`config.mk`:
```
export PLATFORM = sky130hd
export DESIGN_NAME = adcDecode
export DESIGN_NICKNAME = d
export VERILOG_FILES = /design/src/hw/qraccPkg.sv /design/src/hw/adcDecode.sv
export SDC_FILE = /design/constraint.sdc
export NUM_CORES = 1
export LEC_CHECK = 0
export BUFFER_PORTS_ARGS = -buffer_cell sky130_fd_sc_hd__buf_2
export CORE_MARGIN = 1
export CORE_UTILIZATION = 49
export CTS_CLUSTER_DIAMETER = 80
export DETAILED_ROUTE_END_ITERATION = 12
export PLACE_DENSITY = 0.82
export SYNTH_ARGS = -nofsm -noshare
export SYNTH_HDL_FRONTEND = slang
export SYNTH_SLANG_ARGS = --single-unit
```
`constraint.sdc`:
```
create_clock -name CLK -period 4.9 [get_ports CLK]
set_input_delay 0.98 -clock CLK [delete_from_list [all_inputs] [get_ports CLK]]
set_output_delay 0.98 -clock CLK [all_outputs]
set_load 0.02 [all_outputs]
```
`src/hw/qraccPkg.sv`:
```
/*
 * Shared sizes, vector types and the weight-port state encoding
 * for the ternary compute-in-memory column tile
 */

package qraccPkg;

    // Array geometry
    localparam int numRows = 128;
    localparam int numCols = 8;

    // Flash ADC with one comparator per thermometer step
    localparam int numAdcBits = 4;
    localparam int compCount = (2 ** numAdcBits) - 1;

    // Thermometer count of a zero result
    localparam int adcOffset = 8;

    // One bit per row, used for select lines and word lines
    typedef logic [numRows-1:0] rowVec_t;

    typedef logic [$clog2(numRows)-1:0] rowAddr_t;

    // A stored row, one bit per column
    typedef logic [numCols-1:0] colWord_t;

    // Comparator outputs, column j starts at bit j*compCount
    typedef logic [compCount*numCols-1:0] thermCode_t;

    // Signed column result and all columns packed together
    typedef logic signed [numAdcBits-1:0] adcVal_t;
    typedef logic [numAdcBits*numCols-1:0] adcVec_t;

    // Weight port sequencing
    typedef enum logic [1:0] {
        WP_IDLE,
        WP_WRITE,
        WP_READ
    } wpState_t;

endpackage

```
`src/hw/adcDecode.sv`:
```
/*
 * Thermometer to signed decoder for all columns
 * Registers the MAC result with a one-cycle valid pulse
 */

`timescale 1ns/1ns

module adcDecode import qraccPkg::*; (
    input  logic       CLK,
    input  logic       rstN,
    input  logic       macIssued,
    input  thermCode_t adcOut,
    output adcVec_t    macResult,
    output logic       macValid
);

    adcVec_t decoded;

    // Count the tripped comparators and remove the zero offset
    always_comb begin : popCount
        int ones;
        for (int j = 0; j < numCols; j++) begin
            ones = 0;
            for (int i = 0; i < compCount; i++) begin
                ones = ones + int'(adcOut[j*compCount + i]);
            end
            decoded[j*numAdcBits +: numAdcBits] = adcVal_t'(ones - adcOffset);
        end
    end

    always_ff @(posedge CLK) begin
        if (macIssued) begin
            macResult <= decoded;
        end
    end

    always_ff @(posedge CLK) begin
        if (!rstN) begin
            macValid <= 1'b0;
        end else begin
            macValid <= macIssued;
        end
    end

    // Each column must be a run of ones from bit 0, no bubbles
    for (genvar j = 0; j < numCols; j++) begin : gBubble
        logic [compCount-1:0] code;

        assign code = adcOut[j*compCount +: compCount];

        assert property (@(posedge CLK) disable iff (!rstN)
            macIssued |-> ((code & (code + 1'b1)) == '0))
        else $error("Thermometer bubble in column %0d: %h", j, code);
    end

endmodule

```
### Word level (Yosys, flattened, before mapping)

Cells that the tools add are included.

* flip-flop bits (word level): 33
* bits in latches: 0
* bits in writable memories: 0
* bits in read-only memories: 0
* output and inout bits: 33
* memories kept: 0

* $add $sub $neg: 120
* multiply operators: 0
* div/mod/pow operators: 0
* order comparisons: 0
* equal/unequal tests: 0
* shift operators: 0
* muxes and demuxes: 0
* bitwise operators: 0
* reduce and logical (&&, ||, !) cells: 0

Operators with widths (count)
* 4-bit by 1-bit adder with 4-bit output: 88
* 3-bit by 1-bit adder with 4-bit output: 8
* 4-bit subtractor, second input constant: 8
* 2-bit by 1-bit adder with 3-bit output: 8
* 1-bit by 1-bit adder with 2-bit output: 8

### Logic depth before layout (Yosys ltp)

Gate-level depths: netlist of run 1.

* depth in word-level cells: 15
* gate-level depth with buffers: 12
* mapped depth without buffers: 12

### Worst setup path before layout of run 1

OpenSTA, ideal clock, no wires.

* path kind: in2reg
* from: input port adcOut[15]
* to: register macResult[6] (data pin)
* setup time: 0.258 ns
* arrival: 3.864 ns
* required time: 4.642 ns
* slack: 0.779 ns
* cell stages on the path: 8
* path through: fa_1 > inv_1 > fa_1 > fa_1 > fa_1 > fa_1 > fa_1 > xnor2_1

* cells in the longest elaborated chain, start to end: 15

RTL lines
* start, declared: line adcDecode.sv:12 `input thermCode_t adcOut,`
* 1-bit by 1-bit adder with 2-bit output: line adcDecode.sv:25 `ones = ones + int'(adcOut[j*compCount + i]);`
* 2-bit by 1-bit adder with 3-bit output: line adcDecode.sv:25
* 3-bit by 1-bit adder with 4-bit output: line adcDecode.sv:25
* 4-bit by 1-bit adder with 4-bit output (11 in series): line adcDecode.sv:25
* 4-bit subtractor: line adcDecode.sv:27 `decoded[j*numAdcBits +: numAdcBits] = adcVal_t'(ones - adcOffset);`
* net decoded[6]: line adcDecode.sv:17 `adcVec_t decoded;`
* end signal, assigned: line adcDecode.sv:33 `macResult <= decoded;`
* end, declared: line adcDecode.sv:13 `output adcVec_t macResult,`

The timed path passes the listed nets, and every way through them passes these cells.
A chain may end at the register's enable or synchronous reset.

### Final worst setup path of run 1

Same ends and word-level chain as after synthesis.

==> results of run 1 <==
==> how the worst min path moves through the flow <==
stage               cells after the start  startpoint      endpoint  slack (ps)
floorplan                               0   macIssued  macResult[0]        1090
global placement                        2        rstN      macValid        1200
detailed placement                      2        rstN      macValid        1210
CTS                                     2        rstN      macValid         910
global route                            2        rstN      macValid         910
finish                                  2        rstN      macValid         920
==> state kept, by name, indices dropped and copies added, names as in the netlist <==
name / flops
macResult: 32
macValid: 1
==> placed cells by master (no fill, tap or decap), types with 2 or more instances in the layout <==
| cell type | n |
|---|---|
| a21o_1 | 5 |
| a21oi_1 | 7 |
| buf_2 | 155 |
| clkbuf_8 | 5 |
| clkinv_2 | 2 |
| edfxtp_1 | 32 |
| fa_1 | 80 |
| ha_1 | 16 |
| inv_1 | 159 |
| nand2_1 | 2 |
| o21a_1 | 2 |
| xnor2_1 | 8 |
==> worst max-delay path, stage by stage <==
cell,delay (ps)
buf_2,110
fa_1,520
inv_1,50
fa_1,480
fa_1,550
fa_1,440
fa_1,410
fa_1,400
xnor2_1,130
==> final cells by class <==
type / instances / share of cell area [%]
inverter: 159 / 13.1
tap: 96 / 2.64
clock buffer: 6 / 1.60
sequential: 33 / 21.6
clock inverter: 2 / 0.220
multi-input combinational: 123 / 43.8
timing repair buffer: 155 / 17.1
==> cells in the mapped netlist <==
cell type,instances
a211oi_1,1
a21o_1,5
a21oi_1,7
and2_1,1
and3b_1,1
dfxtp_1,1
edfxtp_1,32
fa_1,80
ha_1,16
inv_1,159
nand2_1,2
o21a_1,2
xnor2_1,8
==> power groups by stage <==
stage               logic (W)  registers [W]  clock network [W]
finish                0.00121       0.000559           0.000191
global route          0.00141       0.000570           0.000212
CTS                   0.00125       0.000562           0.000198
detailed placement    0.00125       0.000566                  0
global placement      0.00118       0.000560                  0
floorplan            0.000714       0.000741                  0
==> routing by layer <==
metal / track usage [%] / wire, µm
met1: 17.3 / 2130
met2: 37.7 / 3630
met3: 5.40 / 472
met4: 4.17 / 61
met5: 0 / 0
==> metrics by stage <==
step	total power [W]	hold slack (ps)
after floorplan	0.00146	1090
after global placement	0.00174	1200
after detailed placement	0.00181	1210
after CTS	0.00201	910
after global routing	0.00219	909
final	0.00196	919
==> cell families (layout without fill, tap and decap cells) <==
| family | after synthesis | in the layout |
|---|---|---|
| buf+inv | 159 | 322 |
| fa+ha+maj | 96 | 96 |
| flops | 33 | 33 |
| compound gates | 15 | 15 |
| xor+xnor | 8 | 8 |
| simple gates | 4 | 4 |
==> results.tsv, run 1 <==
metric	value	unit
outcome	finished clean	
startpoint	adcOut[15]	
synth.area.mux_share	0	%
path_max_fanout	2	
numPortBuffers	155	
wl_per_cell	11.0	µm
fin_ws	859	ps
yosysTopAreaCellShare	44.9	%
combPwrFrac	61.8	%
p_switching	0.000810	W
maxSlewViolCount	0	
utilization	65.8	%
drt-total-wl	6300	µm
antenna_found_initial	0	
core_area	6910	µm²
synth_warnings	0	
regArea	981	µm²
diodes	0	
instances_no_fill	574	
vdd_drop_max	0.156	mV
die_area	7620	µm²
vias_per_cell	4.22	
cts.sinks	33	
critPathArrivalTime	4070	ps
crit_path_end	macResult[6]	
slew_headroom	52.0	%
num_rows	30	
fin_crit_sh	82.5	%
final_nets	696	
cts_buffers	5	
yosysSeqAreaShare	27.5	%
rsz0062_at_grt	no	
area_growth	27.4	%
ys_ff_latch	33	
post_cts_buffers	0	
synth_top_family_by_area	adder cells	
grt_pass1_vias	2682	
place_ws	553	ps
final-hold-violation-count	0	
drt-pass1-iter-count	3	
clock-root-buffer	clkbuf_8	
gp_routability_congestion	0.761	
ant_nets	0	
powerDensity	432	nW/µm²
vias	2423	
final_cell_area	4550	µm²
synthDistinctLibCells	13	
synth_compound_area_share	2.67	%
synthTopCellsByArea	fa_1, edfxtp_1, inv_1	
p_seq_share	28.5	%
leakagePower	2.62	nW
post-dp-hpwl	5860	µm
multi_input_area	1990	µm²
synthCells	315	
clk_pin_slew	70	ps
place_area	4460	µm²
die_w	87.3	µm
yosys.area_share.xor_xnor	1.96	%
gr-total-overflow	0	
hold_path.class	in2reg	
yosys.area_share.adder	50.5	%
grt_use_total	18.3	%
ios	156	
synth_simple_gate_area_share	0.631	%
fmax	247	MHz
worstSetupStartpointType	input pin	
dp_cells	566	
grt_pass1_wl	10600	µm
fillers	594	
cts_tree	yes	
fin_setup_tns	0	ps
cp-end-kind	flop	
drive_gt1_share	33.9	%
min_period	4040	ps
p_int	0.00115	W
p_clk_share	9.7	%
maxCapViolCount	0	
syn_nets	534	
p_sw_share	41.2	%
yosysTopAreaCell	fa_1	
synth_area	3570	µm²
clockBufferDepth	2	
die_h	87.3	µm
syn_avg_cell_area	11.3	µm²
path_class	in2reg	
holdBufCountCts	0	
cts_resized	0	
finalSetupViolCount	0	
cts_htree_levels	2	
start_util	51.6	%
worst_pin_slew	720	ps
drc_errors	0	
required	4930	ps
drt_iter0_markers	13	
grt_max_degree	34	
Note: power is estimated with default switching activity, not from simulation.
==> inputs of run 2 (changes only) <==
--- a/config.mk
+++ b/config.mk
@@ -7,10 +7,10 @@
 export LEC_CHECK = 0
 export BUFFER_PORTS_ARGS = -buffer_cell sky130_fd_sc_hd__buf_2
 export CORE_MARGIN = 1
-export CORE_UTILIZATION = 49
+export CORE_UTILIZATION = 44
 export CTS_CLUSTER_DIAMETER = 80
 export DETAILED_ROUTE_END_ITERATION = 12
-export PLACE_DENSITY = 0.82
+export PLACE_DENSITY = 0.78
 export SYNTH_ARGS = -nofsm -noshare
 export SYNTH_HDL_FRONTEND = slang
 export SYNTH_SLANG_ARGS = --single-unit
==> constraint.sdc (replaced) <==
create_clock -name CLK -period 3.5 [get_ports CLK]
set_input_delay 0.7 -clock CLK [delete_from_list [all_inputs] [get_ports CLK]]
set_output_delay 0.7 -clock CLK [all_outputs]
set_load 0.02 [all_outputs]
==> run 2 against run 1 <==
Compared with the run above: the run now ends with negative setup slack left; cell count up 1.7%; critical path depth is the same; final area grew 4.5%; global-route usage shrank 1.4 points; die area increased by 11%; power increased by 53%; critical endpoint is now macResult[29]; clock-buffer cell count decreased by 1; critical path type unchanged; sequential share of layout area down 0.93 points; clock power increased by 86%.
==> results.tsv, run 2 (synthesized netlist as in run 1, its figures left out) <==
metric	value	unit
min_period	3720	ps
final_common_cell	buf_2	
p_int	0.00179	W
start_util	45.9	%
diodes	0	
leakagePower	2.64	nW
crit_family	adder cells	
vdd_drop_max	0.236	mV
area_growth	33.2	%
cp-end-kind	flop	
clockBufferDepth	2	
fin_ws	-219	ps
clk_pin_slew	70	ps
grt_max_degree	34	
maxCapViolCount	0	
p_clk_share	11.8	%
required	3550	ps
worst_pin_slew	767	ps
max_stage_delay	560	ps
fmax	269	MHz
holdBufCountCts	0	
final_nets	700	
combPwrFrac	62.2	%
num_rows	32	
ios	156	
grt_use_total	17.0	%
drc_errors	0	
worstSetupStartpointType	input pin	
slew_headroom	48.8	%
drive_gt1_share	42.7	%
gp_routability_congestion	0.798	
largest_reg_flops	32	
crit_slowest_cell	fa_1	
die_h	92.0	µm
violations	negative setup slack	
crit_chain	buf_6 > fa_1 > fa_1 > fa_1 > inv_1 > fa_1 > fa_2 > fa_2 > inv_2	
powerDensity	633	nW/µm²
regMostFlops	macResult	
dp_cells	572	
numPortBuffers	155	
total_power	0.00301	W
vias	2469	
drt_iter0_markers	45	
antenna_found_initial	0	
die_w	92.0	µm
critPathArrivalTime	3770	ps
final-hold-violation-count	0	
core_area	7770	µm²
cts_tree	yes	
path_max_fanout	2	
post-dp-hpwl	5930	µm
instances_no_fill	584	
fin_crit_sh	106	%
path_class	in2reg	
finalSetupViolCount	18	
wl_per_cell	11.3	µm
p_seq_share	26.0	%
clock-root-buffer	clkbuf_8	
layout_common_cells	buf_2, inv_1, fa_1	
p_sw_share	40.3	%
p_switching	0.00121	W
rsz0062_at_grt	yes	
cts.sinks	33	
drt-total-wl	6580	µm
cp.buffers_inverters	3	
cts_buffers	5	
hold_path.class	in2reg	
maxSlewViolCount	0	
ant_nets	0	
die_area	8470	µm²
drt-pass1-iter-count	4	
reg.largest.list	macResult (32), macValid (1)	
grt_pass1_vias	2716	
fin_setup_tns	-1760	ps
path_common_cell	fa_1	
cts_htree_levels	2	
gr-total-overflow	0	
vias_per_cell	4.23	
grt_pass1_wl	11100	µm
outcome	finished with violations	
[run 2: power groups by stage]
stage / Clock, W / Combinational, W / Sequential (W)
after floorplan: 0 / 0.00102 / 0.00104
after global placement: 0 / 0.00167 / 0.000788
after detailed placement: 0 / 0.00178 / 0.000793
after CTS: 0.000366 / 0.00181 / 0.000787
after global routing: 0.000378 / 0.00215 / 0.000803
final: 0.000355 / 0.00187 / 0.000782
[run 2: per-layer routing]
metal / GRT usage [%] / up-vias / wire [µm]
met5: 0 / - / 0
met4: 4.82 / 0 / 114
met3: 3.57 / 11 / 378
met2: 33.1 / 86 / 3870
met1: 18.1 / 1189 / 2220
li1: - / 1183 / -
[run 2: cell type report]
class | count | area (µm²)
Inverter | 159 | 604
Clock buffer | 5 | 68.8
Fill cell | 649 | 3020
Clock inverter | 3 | 41.3
Tap cell | 102 | 128
Sequential cell | 33 | 981
Multi-Input combinational cell | 123 | 2040
Timing Repair Buffer | 159 | 886
[run 2: path summary, 6_finish.rpt]
check	startpoint	endpoint	slack (ps)	depth (start not counted)
worst max-delay path	adcOut[105]	macResult[29]	-220	9
worst min-delay path	rstN	macValid	620	2
[run 2: timing repair]
action | CTS | global route
gates resized for setup | 18 | 18
endpoints found under the hold margin | 0 | 0
endpoints found under the setup margin | 17 | 20
pin swaps | 8 | 9
setup buffers | 2 | 2
[run 2: through the flow]
stage,area [µm²],hold slack (ps),utilization [%],setup slack (ps)
finish,4750,620,61.2,-219
global placement,4510,909,58.0,-466
floorplan,3600,812,-,-294
global route,4750,607,61.2,-276
detailed placement,4510,914,58.0,-545
CTS,4700,613,60.5,-201
