--- src/hw/qraccPkg.sv ---
/*
 * Shared sizes, vector types and the weight-port state encoding
 * for the ternary compute-in-memory column tile
 */

package qraccPkg;

    // Array geometry
    localparam int numRows = 128;
    localparam int numCols = 8;

    // Flash ADC with one comparator per thermometer step
    localparam int numAdcBits = 4;
    localparam int compCount = (2 ** numAdcBits) - 1;

    // Thermometer count of a zero result
    localparam int adcOffset = 8;

    // One bit per row, used for select lines and word lines
    typedef logic [numRows-1:0] rowVec_t;

    typedef logic [$clog2(numRows)-1:0] rowAddr_t;

    // A stored row, one bit per column
    typedef logic [numCols-1:0] colWord_t;

    // Comparator outputs, column j starts at bit j*compCount
    typedef logic [compCount*numCols-1:0] thermCode_t;

    // Signed column result and all columns packed together
    typedef logic signed [numAdcBits-1:0] adcVal_t;
    typedef logic [numAdcBits*numCols-1:0] adcVec_t;

    // Weight port sequencing
    typedef enum logic [1:0] {
        WP_IDLE,
        WP_WRITE,
        WP_READ
    } wpState_t;

endpackage

--- src/hw/actDriver.sv ---
/*
 * Activation driver for the switch matrix
 * Registers a ternary vector into true and complement select rails
 */

`timescale 1ns/1ns

module actDriver import qraccPkg::*; (
    input  logic    CLK,
    input  logic    rstN,
    input  logic    macStart,
    input  rowVec_t actPos,
    input  rowVec_t actNeg,
    output rowVec_t vdrSel,
    output rowVec_t vdrSelB,
    output rowVec_t vssSel,
    output rowVec_t vssSelB,
    output logic    macIssued
);

    rowVec_t posMasked;
    rowVec_t negMasked;

    // A row asking for both rails is left floating
    assign posMasked = actPos & ~actNeg;
    assign negMasked = actNeg & ~actPos;

    // Select rails hold their value between MACs
    always_ff @(posedge CLK) begin
        if (!rstN) begin
            vdrSel  <= '0;
            vdrSelB <= '1;
            vssSel  <= '0;
            vssSelB <= '1;
        end else if (macStart) begin
            vdrSel  <= posMasked;
            vdrSelB <= ~posMasked;
            vssSel  <= negMasked;
            vssSelB <= ~negMasked;
        end
    end

    // Tells the decoder that the column outputs settle this cycle
    always_ff @(posedge CLK) begin
        if (!rstN) begin
            macIssued <= 1'b0;
        end else begin
            macIssued <= macStart;
        end
    end

    // Complement rails must track the true rails at all times
    assert property (@(posedge CLK) disable iff (!rstN)
        (vdrSelB == ~vdrSel) && (vssSelB == ~vssSel))
    else $error("Select complement rails out of step with true rails");

endmodule

--- config.mk ---
export PLATFORM = sky130hd
export DESIGN_NAME = actDriver
export DESIGN_NICKNAME = d
export VERILOG_FILES = /design/src/hw/qraccPkg.sv /design/src/hw/actDriver.sv
export SDC_FILE = /design/constraint.sdc
export NUM_CORES = 1
export LEC_CHECK = 0
export ABC_AREA = 1
export BUFFER_PORTS_ARGS = -buffer_cell sky130_fd_sc_hd__buf_2
export CELL_PAD_IN_SITES_DETAIL_PLACEMENT = 1
export CELL_PAD_IN_SITES_GLOBAL_PLACEMENT = 1
export CORE_AREA = 2 2 300 302
export DETAILED_ROUTE_END_ITERATION = 16
export DIE_AREA = 0 0 302 304
export HOLD_SLACK_MARGIN = 0.15
export PLACE_DENSITY_LB_ADDON = 0.12
export SYNTH_ARGS = -nofsm -noshare
export SYNTH_HDL_FRONTEND = slang
export SYNTH_SLANG_ARGS = --single-unit
--- constraint.sdc ---
create_clock -name CLK -period 1.7 [get_ports CLK]
set_clock_uncertainty 0.1 [all_clocks]
set_input_delay 0.34 -clock CLK [delete_from_list [all_inputs] [get_ports CLK]]
set_output_delay 0.34 -clock CLK [all_outputs]
set_load 0.01 [all_outputs]
Word-level counts from Yosys, hierarchy flattened

Index checks and enable logic that the tools add are counted.

Word-level logic and storage cells: 11
Output and inout bits: 513
Input port bits: 259
Bits in registers: 513

Bitwise gates (word level): 6

Operators with widths:

| kind                | number |
|---|---|
| $not A128 Y128      | 4 |
| $and A128 B128 Y128 | 2 |

Longest topological paths before layout

Gate-level depths: netlist of run 1.

Word-level depth: 3
Gate-level depth with buffers: 7

Least setup slack after synthesis of run 1

No wires, ideal clock.

Path kind: input-to-reg
From: input macStart
To: register vssSelB[84]
Stages: 7
Slack: 428 ps
Data required time: 1,484 ps
Setup time: 116 ps
Data arrival time: 1,056 ps
Cell sequence: buf_6 buf_6 inv_6 buf_6 buf_6 a21oi_2 nand2_1

RTL lines:

| what                   | RTL line        | RTL |
|---|---|---|
| start: declaration     | actDriver.sv:11 | `input logic macStart,` |
| end signal: assignment | actDriver.sv:39 | `vssSelB <= ~negMasked;` |
| end: declaration       | actDriver.sv:17 | `output rowVec_t vssSelB,` |

Worst setup path in the final report of run 1

From: register vdrSel[125]
To: output vdrSel[125]

RTL lines:

| what                     | RTL line        | RTL |
|---|---|---|
| start: declaration       | actDriver.sv:14 | `output rowVec_t vdrSel,` |
| start signal: assignment | actDriver.sv:36 | `vdrSel <= posMasked;` |

No word-level cell between the ends.

==> results of run 1 <==
## timing repair
item | in CTS | in global routing
hold endpoints to repair | 512 | 0
hold buffers | 395 | 0
pin swaps | 0 | 0
endpoints found under the setup margin | 1 | 6
gates resized for setup | 1 | 0
## sequential cells by signal, summed over array words and instances, names as in the netlist
register   count
macIssued      1
vssSel       128
vssSelB      128
vdrSelB      128
vdrSel       128
## worst min path at each step
stage | slack (ns) | depth (start not counted) | endpoint | startpoint
5_1_grt | 0.18 | 4 | vssSelB[125]$_SDFFE_PN1P_ | macStart
3_3_place_gp | 0.34 | 2 | vdrSelB[92]$_SDFFE_PN1P_ | vdrSelB[92]$_SDFFE_PN1P_
6_report | 0.15 | 4 | vssSel[2]$_SDFFE_PN0P_ | macStart
2_1_floorplan | 0.38 | 2 | vssSel[100]$_SDFFE_PN0P_ | actNeg[100]
3_5_place_dp | 0.34 | 2 | vssSelB[117]$_SDFFE_PN1P_ | vssSelB[117]$_SDFFE_PN1P_
4_1_cts | 0.15 | 4 | vssSelB[43]$_SDFFE_PN1P_ | macStart
## report_power, final
group / internal (µW) / switching (µW)
Clock: 8020 / 5510
Sequential: 12800 / 396
Combinational: 2120 / 2760
## worst register-to-register path: stages, from the launching register on
cell and delay (ns):
sky130_fd_sc_hd__dfxtp_1 0.31, sky130_fd_sc_hd__nand2_1 0.06, sky130_fd_sc_hd__dlygate4sd3_1 0.55, sky130_fd_sc_hd__nand3_1 0.07
## kinds of logic after synthesis
family	after synthesis	synth area share, %
AO/OA/AOI/OAI	1012	26.2
AND/OR/NAND/NOR	525	10.2
flip-flops	513	52.7
buffers and inverters	428	10.9
## layer usage
layer	share of wire (%)	wire [µm]	global-route usage (%)
met1	39	35200	20.8
met2	48	43500	33.2
met3	8.9	8020	7.14
met4	3.5	3110	7.26
met5	0.077	69	0
## cells in the final DEF, fill, tap and decap left out
cell,synthesis,final
sky130_fd_sc_hd__nor2_1,250,250
sky130_fd_sc_hd__o21ai_0,506,506
sky130_fd_sc_hd__nand3_1,12,12
sky130_fd_sc_hd__dfxtp_2,0,1
sky130_fd_sc_hd__clkbuf_1,52,18
sky130_fd_sc_hd__buf_12,0,31
sky130_fd_sc_hd__inv_1,258,257
sky130_fd_sc_hd__buf_4,2,26
sky130_fd_sc_hd__nand2_1,263,263
sky130_fd_sc_hd__buf_6,55,1
sky130_fd_sc_hd__clkbuf_16,0,69
sky130_fd_sc_hd__clkbuf_8,0,14
sky130_fd_sc_hd__buf_8,1,1
sky130_fd_sc_hd__dlygate4sd3_1,0,393
sky130_fd_sc_hd__a21oi_2,10,10
sky130_fd_sc_hd__clkinv_2,0,8
sky130_fd_sc_hd__buf_2,59,769
sky130_fd_sc_hd__inv_8,0,1
sky130_fd_sc_hd__diode_2,0,4
sky130_fd_sc_hd__clkinvlp_4,0,1
sky130_fd_sc_hd__clkinv_4,0,1
sky130_fd_sc_hd__dfxtp_1,513,512
sky130_fd_sc_hd__inv_6,1,2
sky130_fd_sc_hd__clkinv_16,0,1
sky130_fd_sc_hd__a21oi_1,496,496
## area by class of cell
cell class / count / area share, %
clock buffers: 101 / 6.51
repair buffers: 1221 / 28.2
well taps: 1176 / 4.82
inverters: 259 / 3.29
clock inverters: 12 / 0.242
diodes: 4 / 0.0328
multi-input cells: 1537 / 23.2
flip-flops and latches: 513 / 33.6
## through the flow
stage	total power [µW]	hold slack (ns)	std cells
finish	31600	0.154	4823
global route	33200	0.184	4821
CTS	32200	0.152	4820
detailed placement	17500	0.341	4312
global placement	17500	0.337	4312
floorplan	15400	0.382	2478
==> flow_metrics.py, run 1 <==
metrics = {
    "layout": {
        "area.sequential_mm2": 0.0103,
        "syn2layout_area_growth_pct": 56.8,
        "final.fill_count": 10863,
        "utilization_pct": 34.3,
        "post_route_cells_drive_above_1_share_pct": 25.7,
        "multi_input_comb_area_mm2": 0.00709,
        "postLayoutCellArea_mm2": 0.0305,
        "nets": 3857,
    },
    "synthesis": {
        "yosysWarnings": 0,
        "syn_area_mm2": 0.0195,
        "synthMostInstantiatedCell": "sky130_fd_sc_hd__dfxtp_1",
        "ys_seq_elements": 513,
        "distinct_cell_type_count_after_synthesis": 14,
        "post_synth_inst_count": 2478,
        "synth-async-reset-ratio_pct": 0,
        "synth_enable_flop_cells": 0,
        "synth_top_cells_by_count": "513 x sky130_fd_sc_hd__dfxtp_1, 506 x sky130_fd_sc_hd__o21ai_0, 496 x sky130_fd_sc_hd__a21oi_1",
        "yosys.area.top_type_share_pct": 52.7,
        "synth-seq-area-share_pct": 52.7,
        "syn_nets": 2737,
        "synth_area_leaders": "sky130_fd_sc_hd__dfxtp_1 53%, sky130_fd_sc_hd__o21ai_0 13%, sky130_fd_sc_hd__a21oi_1 13%",
        "dominantRegCellSynth": "sky130_fd_sc_hd__dfxtp_1",
        "postSynthAreaPerCell_um2": 7.86,
        "yosysTopAreaCell": "sky130_fd_sc_hd__dfxtp_1",
    },
    "clocking": {
        "cts_tree": "built",
        "clock_tree.buffer_depth": 3,
        "worstSkewPairLatency_ns": 0.59,
        "htree_levels": 3,
        "numCtsBuffers": 66,
        "clock_root_buffer": "sky130_fd_sc_hd__clkbuf_16",
        "worst_setup_hold_path_clk_slew_ns": 0.06,
        "cts.repair_timing.setup_buffer_count": 0,
        "clock_sinks": 513,
    },
    "timing": {
        "max_slew.worst_pin.slew_ns": 0.783,
        "fmax_mhz": 622,
        "final_max_slew_viol_count": 0,
        "timing.final.crit_share_pct": 94.5,
        "setup_viol_count_final": 0,
        "grt_setup_unrepaired": "no",
        "fin_tns_setup_ns": 0,
        "final_hold_viol_count": 0,
        "worst_slack_ns": 0.0928,
        "timing.max_slew.rel_slack_pct": 47.3,
        "finalWorstPathRequiredPeriod_ns": 1.61,
    },
    "worst_setup_path": {
        "timing.critical_path.buf_inv": 1,
        "worst_setup_path_end": "vdrSel[125]",
        "worst_ep_arrival_time_ns": 1.17,
        "cp-startpoint": "vdrSel[125]$_SDFFE_PN0P_",
        "cp_startpoint_kind": "register",
        "end_kind": "output pin",
        "critical_path.max_stage_delay_ns": 0.41,
        "timing.critical_path.depth": 1,
        "crit_required_ns": 1.26,
        "crit_type": "reg2out",
        "worst-r2r-cell-count": 3,
        "timing.reg2reg.setup_slack_ns": 0.49,
        "regToRegEndpoint": "vdrSelB[121]$_SDFFE_PN1P_",
        "cell_class_contributing_the_biggest_share_of_worst_path_delay": "flip-flops",
        "critical_path.reg2reg.startpoint": "vdrSelB[121]$_SDFFE_PN1P_",
        "slowest_stage": "sky130_fd_sc_hd__dfxtp_1",
        "critical_path.cell_chain": "buf_2",
        "critical_path_peak_fanout": 2,
    },
    "pwr": {
        "p_per_area_mw_per_mm2": 1040,
        "worst_ir_drop_vdd_mv": 0.629,
        "p_leak_uw": 0.0140,
    },
    "placement": {
        "io_buffer_count": 771,
        "dpl_cell_area_mm2": 0.0245,
        "place_congestion": 0.850,
        "post_place_setup_slack_ns": 0.153,
        "dp_hpwl_um": 64400,
    },
    "global_route": {
        "track_usage_pct": 19.1,
        "grt_antenna_before_repair": 8,
        "maximum_number_of_pins_on_one_net_before_global_route_repair": 89,
        "gr-total-overflow": 0,
        "grt_first_pass_wirelength_um": 137000,
        "number_of_global_route_vias_before_repair": 23025,
    },
    "routing": {
        "final_antenna_net_count": 0,
        "postRouteWirelength_um": 89900,
        "final_routed_wire_length_divided_by_cell_count_um": 18.6,
        "drc_errors": 0,
        "drt_pre_antenna_iters": 5,
        "detailedRoute.firstIterationViolations": 933,
        "average_vias_per_placed_instance": 4.42,
        "vias": 21335,
    },
    "floorplanning": {
        "ios": 772,
        "die_w_um": 302,
        "core.rowCount": 110,
        "die_y_um": 304,
        "core_region_area_mm2": 0.0890,
        "die_area_mm2": 0.0918,
        "start_util_pct": 21.9,
    },
    "flow_run": {
        "max_cap_viol_count": 0,
    },
    "min_path": {
        "hold_class": "in2reg",
    },
    "status": {
        "run_status": "finished, final reports clean",
    },
}
(Power assumes the default switching activity.)
==> run 2: changes to the inputs <==
- CELL_PAD_IN_SITES_GLOBAL_PLACEMENT: 1 -> 2
- RECOVER_POWER: unset -> 25
- TNS_END_PERCENT: unset -> 5
==> flow_metrics.py, run 2 (same netlist as run 1, synthesis figures left out) <==
metrics = {
    "status": {
        "run_status": "finished, final reports clean",
    },
    "floorplanning": {
        "core_region_area_mm2": 0.0890,
        "start_util_pct": 21.9,
        "die_area_mm2": 0.0918,
        "die_y_um": 304,
        "core.rowCount": 110,
        "ios": 772,
        "die_w_um": 302,
    },
    "clocking": {
        "clock_sinks": 513,
        "cts_tree": "built",
        "clock_root_buffer": "sky130_fd_sc_hd__clkbuf_16",
        "clock_tree.buffer_depth": 3,
        "worstSkewPairLatency_ns": 0.62,
        "worst_setup_hold_path_clk_slew_ns": 0.06,
        "numCtsBuffers": 61,
        "htree_levels": 2,
    },
    "global_route": {
        "grt_first_pass_wirelength_um": 137000,
        "grt_antenna_before_repair": 9,
        "grt-busiest-layer": "met2",
        "number_of_global_route_vias_before_repair": 22354,
        "gr-total-overflow": 0,
        "track_usage_pct": 19.4,
        "maximum_number_of_pins_on_one_net_before_global_route_repair": 110,
        "grt_use_met3_pct": 6.37,
        "grtUsageMet2_pct": 33.7,
        "groute.layer.met1.usage_pct": 21.9,
    },
    "routing": {
        "final_antenna_net_count": 0,
        "drt_pre_antenna_iters": 5,
        "detailedRoute.firstIterationViolations": 740,
        "average_vias_per_placed_instance": 4.39,
        "vias": 21115,
        "drc_errors": 0,
        "final_routed_wire_length_divided_by_cell_count_um": 19.2,
        "postRouteWirelength_um": 92300,
    },
    "worst_setup_path": {
        "cell_class_contributing_the_biggest_share_of_worst_path_delay": "flip-flops",
        "critical_path_peak_fanout": 2,
        "timing.critical_path.buf_inv": 1,
        "timing.reg2reg.setup_slack_ns": 0.89,
        "critical_path.reg2reg.startpoint": "vdrSel[104]$_SDFFE_PN0P_",
        "critical_path.cell_chain": "buf_2",
        "crit_type": "reg2out",
        "worst-r2r-cell-count": 2,
        "end_kind": "output pin",
        "crit_required_ns": 1.26,
        "worst_ep_arrival_time_ns": 1.18,
        "regToRegEndpoint": "vdrSel[104]$_SDFFE_PN0P_",
        "slowest_stage": "sky130_fd_sc_hd__dfxtp_1",
        "critical_path.max_stage_delay_ns": 0.38,
        "cp_startpoint_kind": "register",
    },
    "layout": {
        "area.sequential_mm2": 0.0103,
        "layout.cells.non_filler": 4812,
        "syn2layout_area_growth_pct": 55.3,
        "final.fill_count": 10816,
        "layout_commonest_cell": "sky130_fd_sc_hd__buf_2",
        "multi_input_comb_area_mm2": 0.00706,
        "top_library_cells_by_usage_in_the_layout_fill_and_taps_aside": "768 x sky130_fd_sc_hd__buf_2, 512 x sky130_fd_sc_hd__dfxtp_1, 506 x sky130_fd_sc_hd__o21ai_0",
        "utilization_pct": 34.0,
        "postLayoutCellArea_mm2": 0.0302,
        "post_route_cells_drive_above_1_share_pct": 25.4,
        "nets": 3839,
    },
    "placement": {
        "io_buffer_count": 771,
        "place_inst": 4301,
        "dpl_cell_area_mm2": 0.0244,
        "dp_hpwl_um": 65500,
        "place_congestion": 0.823,
        "post_place_setup_slack_ns": 0.0803,
    },
    "pwr": {
        "worst_ir_drop_vdd_mv": 0.831,
        "sw_frac_of_total_pct": 27.7,
        "combPwrFrac_pct": 15.4,
        "internal_power_of_the_cells_uw": 22700,
        "switchingPower_uw": 8690,
        "power.share.sequential_pct": 42.0,
        "p_per_area_mw_per_mm2": 1040,
        "p_leak_uw": 0.0139,
        "p_clk_share_pct": 42.6,
    },
    "timing": {
        "grt_setup_unrepaired": "no",
        "fin_tns_setup_ns": 0,
        "setup_viol_count_final": 0,
        "timing.max_slew.rel_slack_pct": 48.6,
        "timing.final.crit_share_pct": 95.2,
        "final_max_slew_viol_count": 0,
        "final_hold_viol_count": 0,
        "finalWorstPathRequiredPeriod_ns": 1.62,
        "worst_slack_ns": 0.0811,
        "max_slew.worst_pin.slew_ns": 0.771,
        "fmax_mhz": 618,
    },
    "min_path": {
        "whs_endpoint": "vdrSelB[63]$_SDFFE_PN1P_",
        "hold_class": "in2reg",
        "worstHoldPathCells": 4,
        "timing.hold.worst.start": "macStart",
    },
    "flow_run": {
        "max_cap_viol_count": 0,
    },
}
-- run 2: changes by cell type in the layout (fill, tap and decap cells not counted), moves of 2 or more --
cell                            before  now
sky130_fd_sc_hd__clkbuf_4            0    5
sky130_fd_sc_hd__buf_4              26   19
sky130_fd_sc_hd__clkinv_2            8   16
sky130_fd_sc_hd__bufinv_16           0    4
sky130_fd_sc_hd__clkbuf_1           18   15
sky130_fd_sc_hd__a21oi_2            10    3
sky130_fd_sc_hd__clkbuf_16          69   63
sky130_fd_sc_hd__diode_2             4    6
sky130_fd_sc_hd__dlygate4sd3_1     393  391
sky130_fd_sc_hd__clkbuf_8           14   11
sky130_fd_sc_hd__buf_12             31   19
sky130_fd_sc_hd__buf_6               1    3
sky130_fd_sc_hd__a21oi_1           496  503
-- run 2: area by class of cell --
| type | count | share of cell area [%] |
|---|---|---|
| Sequential cell | 513 | 34.0 |
| Timing Repair Buffer | 1208 | 27.8 |
| Multi-Input combinational cell | 1537 | 23.4 |
| Clock buffer | 89 | 5.90 |
| Tap cell | 1176 | 4.87 |
| Inverter | 259 | 3.33 |
| Clock inverter | 24 | 0.774 |
| Antenna cell | 6 | 0.0496 |
-- run 2: worst max-delay path by stage --
stage                                          end                     start  depth (start not counted)
final                                    vdrSel[2]    vdrSel[2]$_SDFFE_PN0P_                          1
after global routing                   vdrSelB[57]  vdrSelB[57]$_SDFFE_PN1P_                          1
after CTS                              vdrSelB[57]  vdrSelB[57]$_SDFFE_PN1P_                          1
after detailed placement   vdrSel[71]$_SDFFE_PN0P_                  macStart                          4
after global placement     vdrSel[78]$_SDFFE_PN0P_                  macStart                          4
after floorplan           vssSelB[84]$_SDFFE_PN1P_                  macStart                          7
-- run 2: power by group through the flow --
| stage | logic, µW | registers, µW | clock network (µW) |
|---|---|---|---|
| finish | 4840 | 13200 | 13400 |
| global route | 5360 | 13300 | 14400 |
| CTS | 4940 | 13200 | 13900 |
| detailed placement | 4100 | 13500 | 0 |
| global placement | 4040 | 13400 | 0 |
| floorplan | 1660 | 13800 | 0 |
-- run 2: layer usage --
layer	routed length, µm	up-vias
met2	44900	542
li1	-	10357
met5	34	-
met3	6880	145
met1	37000	10065
met4	3510	6
-- run 2: repair_timing --
item                                    CTS  global route
endpoints found under the hold margin   513             7
buffers inserted                          0             0
gates resized for setup                   1             2
endpoints found under the setup margin    1             6
hold buffers                            391             2
pin swaps                                 0             0
-- run 2: per-stage QoR --
step | hold WS, ns | total power [µW]
6_report | 0.185 | 31400
2_1_floorplan | 0.382 | 15400
5_1_grt | 0.202 | 33100
3_3_place_gp | 0.339 | 17500
3_5_place_dp | 0.343 | 17600
4_1_cts | 0.169 | 32000
