==> src/hw/qraccPkg.sv <==
/*
 * Shared sizes, vector types and the weight-port state encoding
 * for the ternary compute-in-memory column tile
 */

package qraccPkg;

    // Array geometry
    localparam int numRows = 128;
    localparam int numCols = 8;

    // Flash ADC with one comparator per thermometer step
    localparam int numAdcBits = 4;
    localparam int compCount = (2 ** numAdcBits) - 1;

    // Thermometer count of a zero result
    localparam int adcOffset = 8;

    // One bit per row, used for select lines and word lines
    typedef logic [numRows-1:0] rowVec_t;

    typedef logic [$clog2(numRows)-1:0] rowAddr_t;

    // A stored row, one bit per column
    typedef logic [numCols-1:0] colWord_t;

    // Comparator outputs, column j starts at bit j*compCount
    typedef logic [compCount*numCols-1:0] thermCode_t;

    // Signed column result and all columns packed together
    typedef logic signed [numAdcBits-1:0] adcVal_t;
    typedef logic [numAdcBits*numCols-1:0] adcVec_t;

    // Weight port sequencing
    typedef enum logic [1:0] {
        WP_IDLE,
        WP_WRITE,
        WP_READ
    } wpState_t;

endpackage

==> src/hw/weightPort.sv <==
/*
 * Weight port for the SRAM array
 * Write and read sequencing onto word line, precharge, write and sense controls
 */

`timescale 1ns/1ns

module weightPort import qraccPkg::*; (
    input  logic     CLK,
    input  logic     rstN,
    input  logic     wrEn,
    input  logic     rdEn,
    input  rowAddr_t wrAddr,
    input  rowAddr_t rdAddr,
    input  colWord_t wrData,
    input  colWord_t saOut,
    output rowVec_t  wl,
    output logic     pch,
    output logic     write,
    output logic     saEn,
    output colWord_t wrDataOut,
    output colWord_t rdData,
    output logic     rdValid,
    output logic     busy
);

    wpState_t state;
    rowVec_t  rowSel;

    // Writes take priority over reads in the same cycle
    always_ff @(posedge CLK) begin
        if (!rstN) begin
            state <= WP_IDLE;
        end else begin
            case (state)
                WP_IDLE: begin
                    if (wrEn) begin
                        state <= WP_WRITE;
                    end else if (rdEn) begin
                        state <= WP_READ;
                    end
                end
                default: state <= WP_IDLE;
            endcase
        end
    end

    // One-hot row decode and write data are latched on request
    always_ff @(posedge CLK) begin
        if (state == WP_IDLE) begin
            if (wrEn) begin
                rowSel    <= rowVec_t'(1) << wrAddr;
                wrDataOut <= wrData;
            end else if (rdEn) begin
                rowSel <= rowVec_t'(1) << rdAddr;
            end
        end
    end

    // Array controls are live for the single access cycle
    assign busy  = (state != WP_IDLE);
    assign pch   = busy;
    assign write = (state == WP_WRITE);
    assign saEn  = (state == WP_READ);
    assign wl    = busy ? rowSel : '0;

    // Sense amp output is sampled at the end of the read cycle
    always_ff @(posedge CLK) begin
        if (state == WP_READ) begin
            rdData <= saOut;
        end
    end

    always_ff @(posedge CLK) begin
        if (!rstN) begin
            rdValid <= 1'b0;
        end else begin
            rdValid <= (state == WP_READ);
        end
    end

    // Exactly one word line during any precharged access
    assert property (@(posedge CLK) disable iff (!rstN)
        pch |-> $onehot(wl))
    else $error("Word line not one-hot during access");

    // Requests while busy would be dropped
    assert property (@(posedge CLK) disable iff (!rstN)
        busy |-> !(wrEn || rdEn))
    else $error("Weight port request while busy");

endmodule

==> config.mk <==
export PLATFORM = sky130hd
export DESIGN_NAME = weightPort
export DESIGN_NICKNAME = d
export VERILOG_FILES = /design/src/hw/qraccPkg.sv /design/src/hw/weightPort.sv
export SDC_FILE = /design/constraint.sdc
export NUM_CORES = 1
export LEC_CHECK = 0
export ABC_AREA = 1
export BUFFER_PORTS_ARGS = -buffer_cell sky130_fd_sc_hd__buf_4
export CELL_PAD_IN_SITES_DETAIL_PLACEMENT = 1
export CELL_PAD_IN_SITES_GLOBAL_PLACEMENT = 1
export CORE_ASPECT_RATIO = 0.75
export CORE_MARGIN = 2
export CORE_UTILIZATION = 36
export CTS_BUF_LIST = sky130_fd_sc_hd__clkbuf_8 sky130_fd_sc_hd__clkbuf_16
export DETAILED_ROUTE_END_ITERATION = 8
export GPL_ROUTABILITY_DRIVEN = 0
export PLACE_DENSITY = 0.76
export SLEW_MARGIN = 20
export SYNTH_ARGS = -nofsm -noshare
export SYNTH_HDL_FRONTEND = slang
export SYNTH_SLANG_ARGS = --single-unit
==> constraint.sdc <==
create_clock -name CLK -period 7.9 [get_ports CLK]
set_input_delay 0.79 -clock CLK [delete_from_list [all_inputs] [get_ports CLK]]
set_output_delay 0.79 -clock CLK [all_outputs]
set_load 0.05 [all_outputs]
# [Yosys cells after proc, flatten, opt, wreduce, memory -nomap -nowiden]
# Index checks and enable logic that the tools add are counted.
[op_classes] shift=2 n_eq_ne=2 n_reduce_logical=7 bitwise=2 muxes=5
[ops] op="$mux 128" n=3
[ops] op="$shl 1x7->128 const A" n=2
[ops] op="$reduce_and 2->1" n=3
[ops] op="$reduce_bool 2->1" n=2
[ops] op="$reduce_or 3->1" n=1
[ops] op="$eq 2x1->1 const B" n=1
[ops] op="$eq 2x2->1 const B" n=1
[ops] op="$logic_not 2->1" n=1
[ops] op="$mux 1" n=2
[ops] op="$not 1->1" n=2
[word_totals] ff_bits=147 elab_cells=24 out_inout_bits=149 input_bits=34

# [Longest topological paths before layout]
# Gate-level depths: netlist of run 1.
[logic_depth] word_depth=3 ltp_mapped=8 mapped_depth_nobuf=7

# [Worst setup path before layout of run 1]
# No wires, ideal clock.
[synth_timing] path_type="input to register" start="in wrEn" end="reg rowSel[0], enable pin" t_arrival_ns=7.132 required_time_ns=7.242 n_path_buf=1 setup_ns=0.658 path_slack_ns=0.111 path_stages=3 cell_sequence="inv_2 buf_6 a21oi_1"
[synth_via] elab_chain_len=2
[synth_rtl] item="start, declared" line_no="weightPort.sv:11" text="input logic wrEn,"
[synth_rtl] item="$reduce_bool 2->1 (no line)"
[synth_rtl] item="$reduce_and 2->1 (no line)"
[synth_rtl] item="end signal, assigned" line_no="weightPort.sv:52" text="rowSel <= rowVec_t'(1) << wrAddr;"
[synth_rtl] item="end signal, assigned" line_no="weightPort.sv:55" text="rowSel <= rowVec_t'(1) << rdAddr;"
[synth_rtl] item="end, declared" line_no="weightPort.sv:28" text="rowVec_t rowSel;"
# Every way passes these cells.
# A chain may end at the register's enable or synchronous reset.

# [Worst setup path after layout of run 1]
[layout_timing] start="reg state[0]" end="out wl[77]"
[layout_via] elab_chain_len=2
[layout_rtl] item="start, declared" line_no="weightPort.sv:27" text="wpState_t state;"
[layout_rtl] item="start signal, assigned" line_no="weightPort.sv:33" text="state <= WP_IDLE;"
[layout_rtl] item="start signal, assigned" line_no="weightPort.sv:38" text="state <= WP_WRITE;"
[layout_rtl] item="start signal, assigned" line_no="weightPort.sv:40" text="state <= WP_READ;"
[layout_rtl] item="$reduce_bool 2->1" line_no="weightPort.sv:61" text="assign busy = (state != WP_IDLE);"
[layout_rtl] item="$mux 128" line_no="weightPort.sv:65" text="assign wl = busy ? rowSel : '0;"
[layout_rtl] item="end, declared" line_no="weightPort.sv:17" text="output rowVec_t wl,"
# Every way passes these cells.

==> metrics.md, run 1 <==
| Metric | Value |
|---|---|
| Total of max-cap violations | 0 |
| YS warnings | 0 |
| Clk sink count | 147 |
| Worst Path Max Fanout | 75 |
| Crit path capture type | output pin |
| Syn nets | 738 |
| # Post-CTS Setup Buffers | 0 |
| Crit start category | register |
| Worst-Skew Late Latency | 0.43 ns |
| Chip width | 165 microns |
| PwrDens | 234 nW/um^2 |
| Max Clk Rate | 309 MHz |
| VDD IR max | 97.8 uV |
| First-iteration detailed-routing DRC count | 383 |
| Drt total wl | 19,200 microns |
| First-pass GRT wire length | 29,600 microns |
| Hold WC Path Type | in -> reg |
| Fin crit share | 41.0% |
| Least-Margin Pin Slew | 1.01 ns |
| Clk buf depth | 2 |
| # rows | 44 |
| Num CTS Buffers | 17 |
| Synth area leader | edfxtp_1 |
| # setup viols final | 0 |
| Max-slew violation count | 0 |
| Post_cts resized | 0 |
| Hold buffers post-CTS | 0 |
| Vias in the first global route | 5,223 |
| Mapped Cells | 704 |
| Adder-Cell Fraction of Synth Area | 0% |
| Boundary pin count | 183 |
| DR pass1 iterations | 5 |
| Met2 Use GR | 30.3% |
| Final critical path time including I/O delays and setup | 3.24 ns |
| Inserted Diodes | 0 |
| EDFF count, synth | 144 |
| CTS tree | done |
| Antenna violations before repair | 0 |
| Synth Register Bits | 147 |
| Vias | 5,272 |
| Mux share of post-synthesis cell area | 0% |
| Synth Area per Inst | 9.95 sq um |
| RSZ-0062 raised after global routing | no |
| M3 GR Usage | 4.66% |
| Most common cell in the netlist | nor2_1 |
| Synth Area in Compound Gates | 0.536% |
| DRC violations left | 0 |
| HPWL after DPL | 12,500 microns |
| Drt wl/cell | 17.1 microns |
| Synth top area share | 61.7% |
| Prevailing post-synth register cell | edfxtp_1 |
| Core ar. | 19,200 sq um |
| Clock skew | 0.00753 ns |
| Starting Density | 36.5% |
| Die area | 20,600 sq um |
| Power after layout | 2.13 mW |
| Clock transition at the registers of the reported paths | 0.06 ns |
| Xor/xnor share of the synthesized area | 0% |
| H-tree levels | 4 |
| WP data arrival | 2.45 ns |
| Grt peak-use layer | met2 |
| Commonest cells in the netlist | nor2_1 (260), edfxtp_1 (144), inv_1 (138) |
| Post-Synthesis Cell Area | 7010 sq um |
| Status | completed |
| Critical Path RT | 7.11 ns |
| Area growth syn-to-layout | 29.6% |
| Endpoints failing hold | 0 |
| Leak | 4.05 nW |
| Synth area leaders | edfxtp_1 (62%), nor2_1 (14%), inv_1 (7.4%), nand4_1 (4.3%), nand4_2 (2.9%) |
| Largest net degree at the start of global routing | 78 |
| Seq/Total Area, Yosys | 62.6% |
| Setup Total Neg Slack | 0 ns |
| GRT Total Usage | 19.2% |
| Vias per cell | 4.67 |
| Relative slew slack | 32.6% |
| Antenna Nets Post-Route | 0 |
| Die Y | 125 microns |
| Share of layout cells above drive strength 1 | 29.9% |
| Root buffer cell | clkbuf_16 |
| Largest family of logic cells by synthesized area | simple AND/OR/NAND/NOR gates |
| Yosys cell types | 23 |
| Crit Path Class | reg -> out |
| Simple-Gate Fraction of Synth Area | 25.3% |
| Final #Nets | 896 |
| Grt met1 use | 26.2% |
| Overflow after GRT | 0 |
| Port Buffers | 182 |
| FFs w/ async S/R, synth | 0% |
==> routing by layer <==
layer  up-vias  routed length, microns
met5         -                       0
met2       165                    9230
met1      2540                    8650
met4         0                     270
li1       2544                       -
met3        23                    1090
==> kinds of logic after synthesis <==
| kind of cell | after synthesis |
|---|---|
| simple gates | 362 |
| buf+inv | 191 |
| flops | 147 |
| compound gates | 4 |
==> metrics by stage <==
step / cells / util [%] / hold WS [ns] / setup slack, ns / cell area, sq um
floorplan: 704 / - / 0.445 / 0.111 / 7010
detailed placement: 1096 / 44.1 / 0.542 / 4.73 / 8480
CTS: 1128 / 47.2 / 0.515 / 4.62 / 9080
finish: 1128 / 47.2 / 0.529 / 4.66 / 9080
global placement: 1096 / 44.1 / 0.511 / 4.70 / 8480
global route: 1128 / 47.2 / 0.516 / 4.45 / 9080
==> final cells by class <==
type	count	area, sq um
timing repair buffer	187	1400
multi-input combinational	366	1840
sequential	147	4380
tap	253	317
fill	2174	10100
clock buffer	17	425
clock inverter	15	173
inverter	143	539
==> state kept, by name (all words and copies together) (netlist names) <==
name	cells
wrDataOut	8
rowSel	128
rdValid	1
state	2
rdData	8
==> final timing paths <==
check	from	end	slack [ns]	depth (start not counted)
setup reg to reg	state[0]	rowSel[9]	5.28	5
hold / removal	wrData[2]	wrDataOut[2]	0.53	1
hold reg to reg	state[1]	rdValid	0.55	2
setup / recovery	state[0]	wl[77]	4.66	5
==> worst max-delay path, cell delays in order, from the launching register on <==
cell	delay (ns)
dfxtp_1	0.36
nor2_4	0.10
buf_4	0.45
buf_4	0.69
nor2_1	0.15
buf_4	0.23
==> power by group <==
group          total, mW  switching [mW]  internal (mW)
clock network      0.830           0.311          0.519
logic              0.359           0.279         0.0801
registers          0.937          0.0191          0.918
total               2.13           0.609           1.52
==> placed cells by master (no fill, tap or decap), drive strengths merged <==
cell type    n
nand4       64
nor3         2
bufinv       4
clkinvlp     1
nor2       268
dfxtp        3
inv        145
o21a         1
buf        187
clkinv       8
or2          1
edfxtp     144
clkbuf      17
a21oi        1
o21ai        2
nor4         1
nand2       26
(Power assumes the default switching activity.)
==> run 2, diff against run 1 <==
Settings changed: CORE_UTILIZATION 36 to 40, PLACE_DENSITY 0.76 to 0.8.
Clock period 7.9 ns to 3.25 ns, I/O delays scaled along.
==> run 2 against run 1 <==
- design area shrank 0.99%
- first-iteration DRC count rose by 31%
- critical endpoint is now wl[114]
- clock power rose by 99%
- clock-buffer cell count unchanged
- highest routed layer unchanged
==> metrics.md, run 2 (same netlist as run 1, synthesis figures left out) <==
| Metric | Value |
|---|---|
| Hold_sp | saOut[6] (was wrData[2]) |
| Hold Slack | 0.0672 ns (was 0.529 ns) |
| Sequential Power Share | 47.4% (was 44.1%) |
| Switching portion of total power | 29.9% (was 28.6%) |
| Endpoints failing hold | 0 (unchanged) |
| Num CTS Buffers | 17 (unchanged) |
| Leak | 4.02 nW (was 4.05 nW) |
| Fillers | 1,898 (was 2,174) |
| Post-layout util | 52.9% (was 47.2%) |
| Vias per cell | 4.80 (was 4.67) |
| Total of max-cap violations | 0 (unchanged) |
| Antenna Nets Post-Route | 0 (unchanged) |
| CP cell instances | nor2_4 > buf_12 > nor2_1 > buf_4 (was nor2_4 > buf_4 > buf_4 > nor2_1 > buf_4) |
| Worst path slowest cell | buf_12 (was buf_4) |
| Clock Power Share | 34.3% (was 39.0%) |
| Combinational group share of total power | 18.3% (was 16.9%) |
| # setup viols final | 0 (unchanged) |
| Max Clk Rate | 479 MHz |
| Core ar. | 17,000 sq um (was 19,200 sq um) |
| Most common cell after layout, fill and taps aside | nor2_1 (unchanged) |
| Chip width | 157 microns (was 165 microns) |
| First-iteration detailed-routing DRC count | 502 (was 383) |
| Crit start category | register (unchanged) |
| VDD IR max | 365 uV (was 97.8 uV) |
| Area occupied by multi-input gates | 1840 sq um (unchanged) |
| PwrDens | 535 nW/um^2 (was 234 nW/um^2) |
| Largest Register | rowSel (unchanged) |
| HPWL after DPL | 12,300 microns (was 12,500 microns) |
| Clock skew | 0.00507 ns (was 0.00753 ns) |
| Largest stage delay, worst path | 0.42 ns (was 0.69 ns) |
| Die area | 18,600 sq um (was 20,600 sq um) |
| Clock transition at the registers of the reported paths | 0.06 ns (about the same) |
| Starting Density | 41.3% (was 36.5%) |
| Max reg flops | 128 (unchanged) |
| Clk buf depth | 2 (unchanged) |
| Hold buffers post-CTS | 0 (unchanged) |
| Port Buffers | 182 (unchanged) |
| Least-Margin Pin Slew | 0.726 ns (was 1.01 ns) |
| Worst Path Max Fanout | 128 (was 75) |
| Max-slew violation count | 0 (unchanged) |
| GRT Total Usage | 21.0% (was 19.2%) |
| Final #Nets | 899 (was 896) |
| Hold WC Path Type | in -> reg (unchanged) |
| # rows | 41 (was 44) |
| WP data arrival | 1.76 ns (was 2.45 ns) |
| Die Y | 119 microns (was 125 microns) |
| Post_cts resized | 0 (unchanged) |
| First-pass GRT wire length | 29,300 microns (was 29,600 microns) |
| H-tree levels | 4 (unchanged) |
| Relative slew slack | 51.6% (was 32.6%) |
| Final instance area | 8990 sq um (was 9080 sq um) |
| DRC violations left | 0 (unchanged) |
| # Post-CTS Setup Buffers | 0 (unchanged) |
| Crit path from | state[0] (unchanged) |
| Critical Path RT | 2.92 ns (was 7.11 ns) |
| Largest regs | rowSel x128, rdData x8, wrDataOut x8 (unchanged) |
| P_sw | 1.44 mW (was 0.609 mW) |
| Vias in the first global route | 5,247 (was 5,223) |
| R2r startpoint | state[0] (unchanged) |
| Post-DP Area | 8500 sq um (was 8480 sq um) |
| Placed Cells incl. Taps | 1,082 (was 1,096) |
| Cell Count, Final, Fillers Out | 1,112 (was 1,128) |
| Status | completed (unchanged) |
| Internal | 3.37 mW (was 1.52 mW) |
| Crit Path Class | reg -> out (unchanged) |
| RSZ-0062 raised after global routing | no (unchanged) |
| Largest net degree at the start of global routing | 129 (was 78) |
| Share of layout cells above drive strength 1 | 29.9% (unchanged) |
| Antenna violations before repair | 1 (was 0) |
| FF+latch area | 4380 sq um (unchanged) |
| Final critical path time including I/O delays and setup | 2.09 ns |
| Area growth syn-to-layout | 28.3% (was 29.6%) |
| Boundary pin count | 183 (unchanged) |
| Setup Total Neg Slack | 0 ns (unchanged) |
| CTS tree | done (unchanged) |
| Fin crit share | 64.2% |
| Worst-Skew Late Latency | 0.43 ns (about the same) |
| Most frequent cells in the layout | nor2_1 (259), buf_4 (188), edfxtp_1 (144) (was nor2_1 (259), buf_4 (187), edfxtp_1 (144)) |
| Drt wl/cell | 17.0 microns (was 17.1 microns) |
| DR pass1 iterations | 5 (unchanged) |
| Overflow after GRT | 0 (unchanged) |
| Drt total wl | 18,900 microns (was 19,200 microns) |
| Root buffer cell | clkbuf_16 (unchanged) |
| Crit path capture type | output pin (unchanged) |
| Vias | 5,334 (was 5,272) |
| Clk sink count | 147 (unchanged) |
==> run 2: cell types whose count changed in the layout (fill, tap and decap cells not counted) <==
cell       change
bufinv_16      -4
buf_12         +2
inv_2          +2
buf_4          +1
clkinv_1       -1
diode_2        +1
inv_1          +1
inv_4          -1
==> run 2: layout make-up <==
type	instances	area share, %
flip-flops and latches	147	48.8
repair buffers	190	16.1
diodes	1	0.0278
multi-input cells	366	20.4
clock buffers	17	4.73
clock inverters	12	0.626
well taps	236	3.29
inverters	143	5.97
==> run 2: path summary, 6_finish.rpt <==
| check | cells past startpoint | slack [ns] | end |
|---|---|---|---|
| min | 1 | 0.07 | rdData[6] |
| max | 4 | 1.16 | wl[114] |
| max reg2reg | 4 | 1.50 | rowSel[63] |
| min reg2reg | 2 | 0.53 | rdValid |
==> run 2: power groups by stage <==
| stage | logic (mW) | clock network [mW] | registers [mW] |
|---|---|---|---|
| 3_5_place_dp | 0.884 | 0 | 2.31 |
| 6_report | 0.879 | 1.65 | 2.28 |
| 2_1_floorplan | 0.600 | 0 | 2.33 |
| 5_1_grt | 0.938 | 1.74 | 2.29 |
| 4_1_cts | 0.887 | 1.68 | 2.28 |
| 3_3_place_gp | 0.872 | 0 | 2.31 |
==> run 2: per-stage QoR <==
stage | worst slack (ns) | power (mW)
final | 1.16 | 4.81
after global routing | 1.06 | 4.97
after floorplan | 0.0237 | 2.93
after detailed placement | 1.07 | 3.20
after CTS | 1.15 | 4.84
after global placement | 1.15 | 3.18
==> run 2: worst max-delay path: cells and delay by family, from the launching register on <==
kind	cells	cell delay, ns
and+or+nand+nor	2	0.27
buffers and inverters	2	0.64
DFF	1	0.36
==> run 2: layer usage <==
layer	GRT usage (%)	wire (microns)
met1	28.3	8350
met2	33.2	9130
met3	5.39	1190
met4	6.54	282
met5	0	0
==> run 3, diff against run 2 <==
Settings changed: ABC_AREA 1 to 0, CORE_UTILIZATION 40 to 42.
Clock period 3.25 ns to 2.13 ns, I/O delays scaled along.
==> run 3 against run 2 <==
- worst hold slack got worse by 0.021 ns
- critical path type unchanged
- setup slack got worse by 1.0 ns
- die area shrank 5.5%
- routed wire length is 8.0% higher
==> metrics.md, run 3 <==
| Metric | Value |
|---|---|
| Total of max-cap violations | 0 (unchanged) |
| FFs w/ async S/R, synth | 0% (unchanged) |
| PwrDens | 849 nW/um^2 (was 535 nW/um^2) |
| DRC violations left | 0 (unchanged) |
| Setup Total Neg Slack | 0 ns (unchanged) |
| Hold WC Path Type | in -> reg (unchanged) |
| Largest regs | rowSel x128, rdData x8, wrDataOut x8 (unchanged) |
| Area growth syn-to-layout | 34.2% (was 28.3%) |
| R2r setup slk | 0.63 ns (was 1.50 ns) |
| Synth top area share | 62.3% (was 61.7%) |
| First-pass GRT wire length | 31,400 microns (was 29,300 microns) |
| # rows | 40 (was 41) |
| Synth area leaders | edfxtp_1 (62%), and2_1 (12%), nor3_1 (4.5%), nor4_2 (2.5%), nor2_1 (2.4%) (was edfxtp_1 (62%), nor2_1 (14%), inv_1 (7.4%), nand4_1 (4.3%), nand4_2 (2.9%)) |
| Worst Path Max Fanout | 50 (was 128) |
| Most common cell in the netlist | edfxtp_1 (was nor2_1) |
| H-tree levels | 4 (unchanged) |
| Die area | 17,600 sq um (was 18,600 sq um) |
| Crit path capture type | output pin (unchanged) |
| Largest Register | rowSel (unchanged) |
| Max reg flops | 128 (unchanged) |
| Leak | 3.62 nW (was 4.02 nW) |
| First-iteration detailed-routing DRC count | 403 (was 502) |
| Max-slew violation count | 0 (unchanged) |
| Port Buffers | 182 (unchanged) |
| DR pass1 iterations | 6 (was 5) |
| Prevailing post-synth register cell | edfxtp_1 (unchanged) |
| Overflow after GRT | 0 (unchanged) |
| Vias in the first global route | 5,265 (was 5,247) |
| Inserted Diodes | 0 (was 1) |
| Least-Margin Pin Slew | 0.719 ns (was 0.726 ns) |
| Clock skew | 0.0137 ns (was 0.00507 ns) |
| Status | completed (unchanged) |
| Mapped Cells | 538 (was 704) |
| YS warnings | 0 (unchanged) |
| RSZ-0062 raised after global routing | no (unchanged) |
| VDD IR max | 610 uV (was 365 uV) |
| Max Clk Rate | 499 MHz |
| WP data arrival | 1.79 ns (was 1.76 ns) |
| Endpoints failing hold | 0 (unchanged) |
| Syn nets | 572 (was 738) |
| Worst-Skew Late Latency | 0.44 ns (was 0.43 ns) |
| R2r startpoint | state[1] (was state[0]) |
| Synth area leader | edfxtp_1 (unchanged) |
| Share of layout cells above drive strength 1 | 38.5% (was 29.9%) |
| CTS tree | done (unchanged) |
| Antenna Nets Post-Route | 0 (unchanged) |
| Most common cell after layout, fill and taps aside | buf_4 (was nor2_1) |
| Drt total wl | 20,500 microns (was 18,900 microns) |
| Fin crit share | 94.1% |
| Crit start category | register (unchanged) |
| Root buffer cell | clkbuf_16 (unchanged) |
| Clk buf depth | 2 (unchanged) |
| EDFF count, synth | 144 (unchanged) |
| Yosys cell types | 46 (was 23) |
| Die Y | 115 microns (was 119 microns) |
| Synth Area per Inst | 12.9 sq um (was 9.95 sq um) |
| Power after layout | 7.90 mW (was 4.81 mW) |
| Clock transition at the registers of the reported paths | 0.07 ns (was 0.06 ns) |
| Crit Reg-Reg Endpoint | rowSel[62] (was rowSel[63]) |
| Hold_sp | rstN (was saOut[6]) |
| Final #Nets | 763 (was 899) |
| Core ar. | 16,100 sq um (was 17,000 sq um) |
| Vias per cell | 5.40 (was 4.80) |
| Hold Crit Endpoint | rdValid (was rdData[6]) |
| Commonest cells in the netlist | edfxtp_1 (144), and2_1 (130), nor3_1 (63) (was nor2_1 (260), edfxtp_1 (144), inv_1 (138)) |
| Seq/Total Area, Yosys | 63.2% (was 62.6%) |
| Antenna violations before repair | 0 (was 1) |
| GRT Total Usage | 23.6% (was 21.0%) |
| Reg2Reg Depth | 4 (unchanged) |
| Boundary pin count | 183 (unchanged) |
| Hold path depth | 2 (was 1) |
| Post-Synthesis Cell Area | 6940 sq um (was 7010 sq um) |
| Synth Register Bits | 147 (unchanged) |
| Drt wl/cell | 21.5 microns (was 17.0 microns) |
| Final critical path time including I/O delays and setup | 2.00 ns |
| Largest net degree at the start of global routing | 82 (was 129) |
| Num CTS Buffers | 17 (unchanged) |
| # setup viols final | 0 (unchanged) |
| Clk sink count | 147 (unchanged) |
| Relative slew slack | 51.7% (was 51.6%) |
| Most frequent cells in the layout | buf_4 (195), edfxtp_1 (144), and2_1 (130) (was nor2_1 (259), buf_4 (188), edfxtp_1 (144)) |
| Crit Path Class | reg -> out (unchanged) |
| HPWL after DPL | 13,200 microns (was 12,300 microns) |
| Starting Density | 43.2% (was 41.3%) |
| Chip width | 152 microns (was 157 microns) |
| Vias | 5,138 (was 5,334) |
| Critical Path RT | 1.92 ns (was 2.92 ns) |
## run 3: cell types whose count changed after synthesis, moves of 7 or more
cell	before	now
nand4_2	16	0
inv_1	138	3
nor4_2	0	14
and2_1	0	130
nor2_1	260	45
buf_4	16	3
nand2_2	8	1
nand4_1	48	0
nor3_1	2	63
o22ai_1	0	10
nand2_1	14	1
nor4_1	1	12
## run 3: cell type report
cell class,instances,area (sq um)
clock buffer,17,425
clock inverter,15,160
fill,1631,6760
inverter,4,15.0
multi-input combinational,342,2320
sequential,147,4390
tap,210,263
timing repair buffer,217,1740
## run 3: routing by layer
metal	up-vias	global-route usage, %	wire length, microns
met5	-	0	0
li1	2343	-	-
met2	204	37.7	10000
met3	27	5.96	1330
met4	0	9.03	352
met1	2564	31.6	8750
## run 3: worst max path at each step
| stage | slack (ns) | end | start |
|---|---|---|---|
| global placement | 0.25 | rowSel[52] | wrEn |
| detailed placement | 0.11 | rowSel[53] | wrEn |
| finish | 0.13 | wl[49] | state[1] |
| floorplan | -1.00 | rowSel[0] | state[0] |
| global route | 0.02 | wl[49] | state[1] |
| CTS | 0.01 | wl[49] | state[1] |
## run 3: kinds of logic (layout without fill, tap and decap cells)
logic type	Yosys count	after routing	synth area share [%]
and+or+nand+nor	309	309	28.5
DFF	147	147	63.2
buffers and inverters	49	253	4.02
AOI/OAI and AO/OA	31	31	3.79
muxes	2	2	0.487
## run 3: critical path, cell delays in order (launching register included)
cell and delay, ns:
dfxtp_1 0.39, nor2_2 0.08, inv_2 0.14, buf_8 0.26, and2_1 0.24, buf_4 0.22
## run 3: metrics by stage
step	setup WS [ns]	instances	util, %	area [sq um]	hold slack [ns]
2_1_floorplan	-1.00	538	-	6980	0.312
3_3_place_gp	0.250	904	53.2	8540	0.393
3_5_place_dp	0.114	904	53.2	8540	0.392
4_1_cts	0.0146	952	57.8	9290	0.0286
5_1_grt	0.0193	952	57.9	9310	0.0341
6_report	0.125	952	57.9	9310	0.0465
## run 3: timing repair
item,4_1_cts,5_1_grt
setup buffers,0,0
setup endpoints to repair,0,46
endpoints found under the hold margin,16,0
resized for setup,0,2
hold buffers,16,0
## run 3: report_power, final
group / total, mW / internal (mW) / switching [mW]
logic: 1.42 / 0.406 / 1.02
registers: 3.48 / 3.41 / 0.0663
clock network: 3.00 / 1.73 / 1.27
total: 7.90 / 5.55 / 2.35
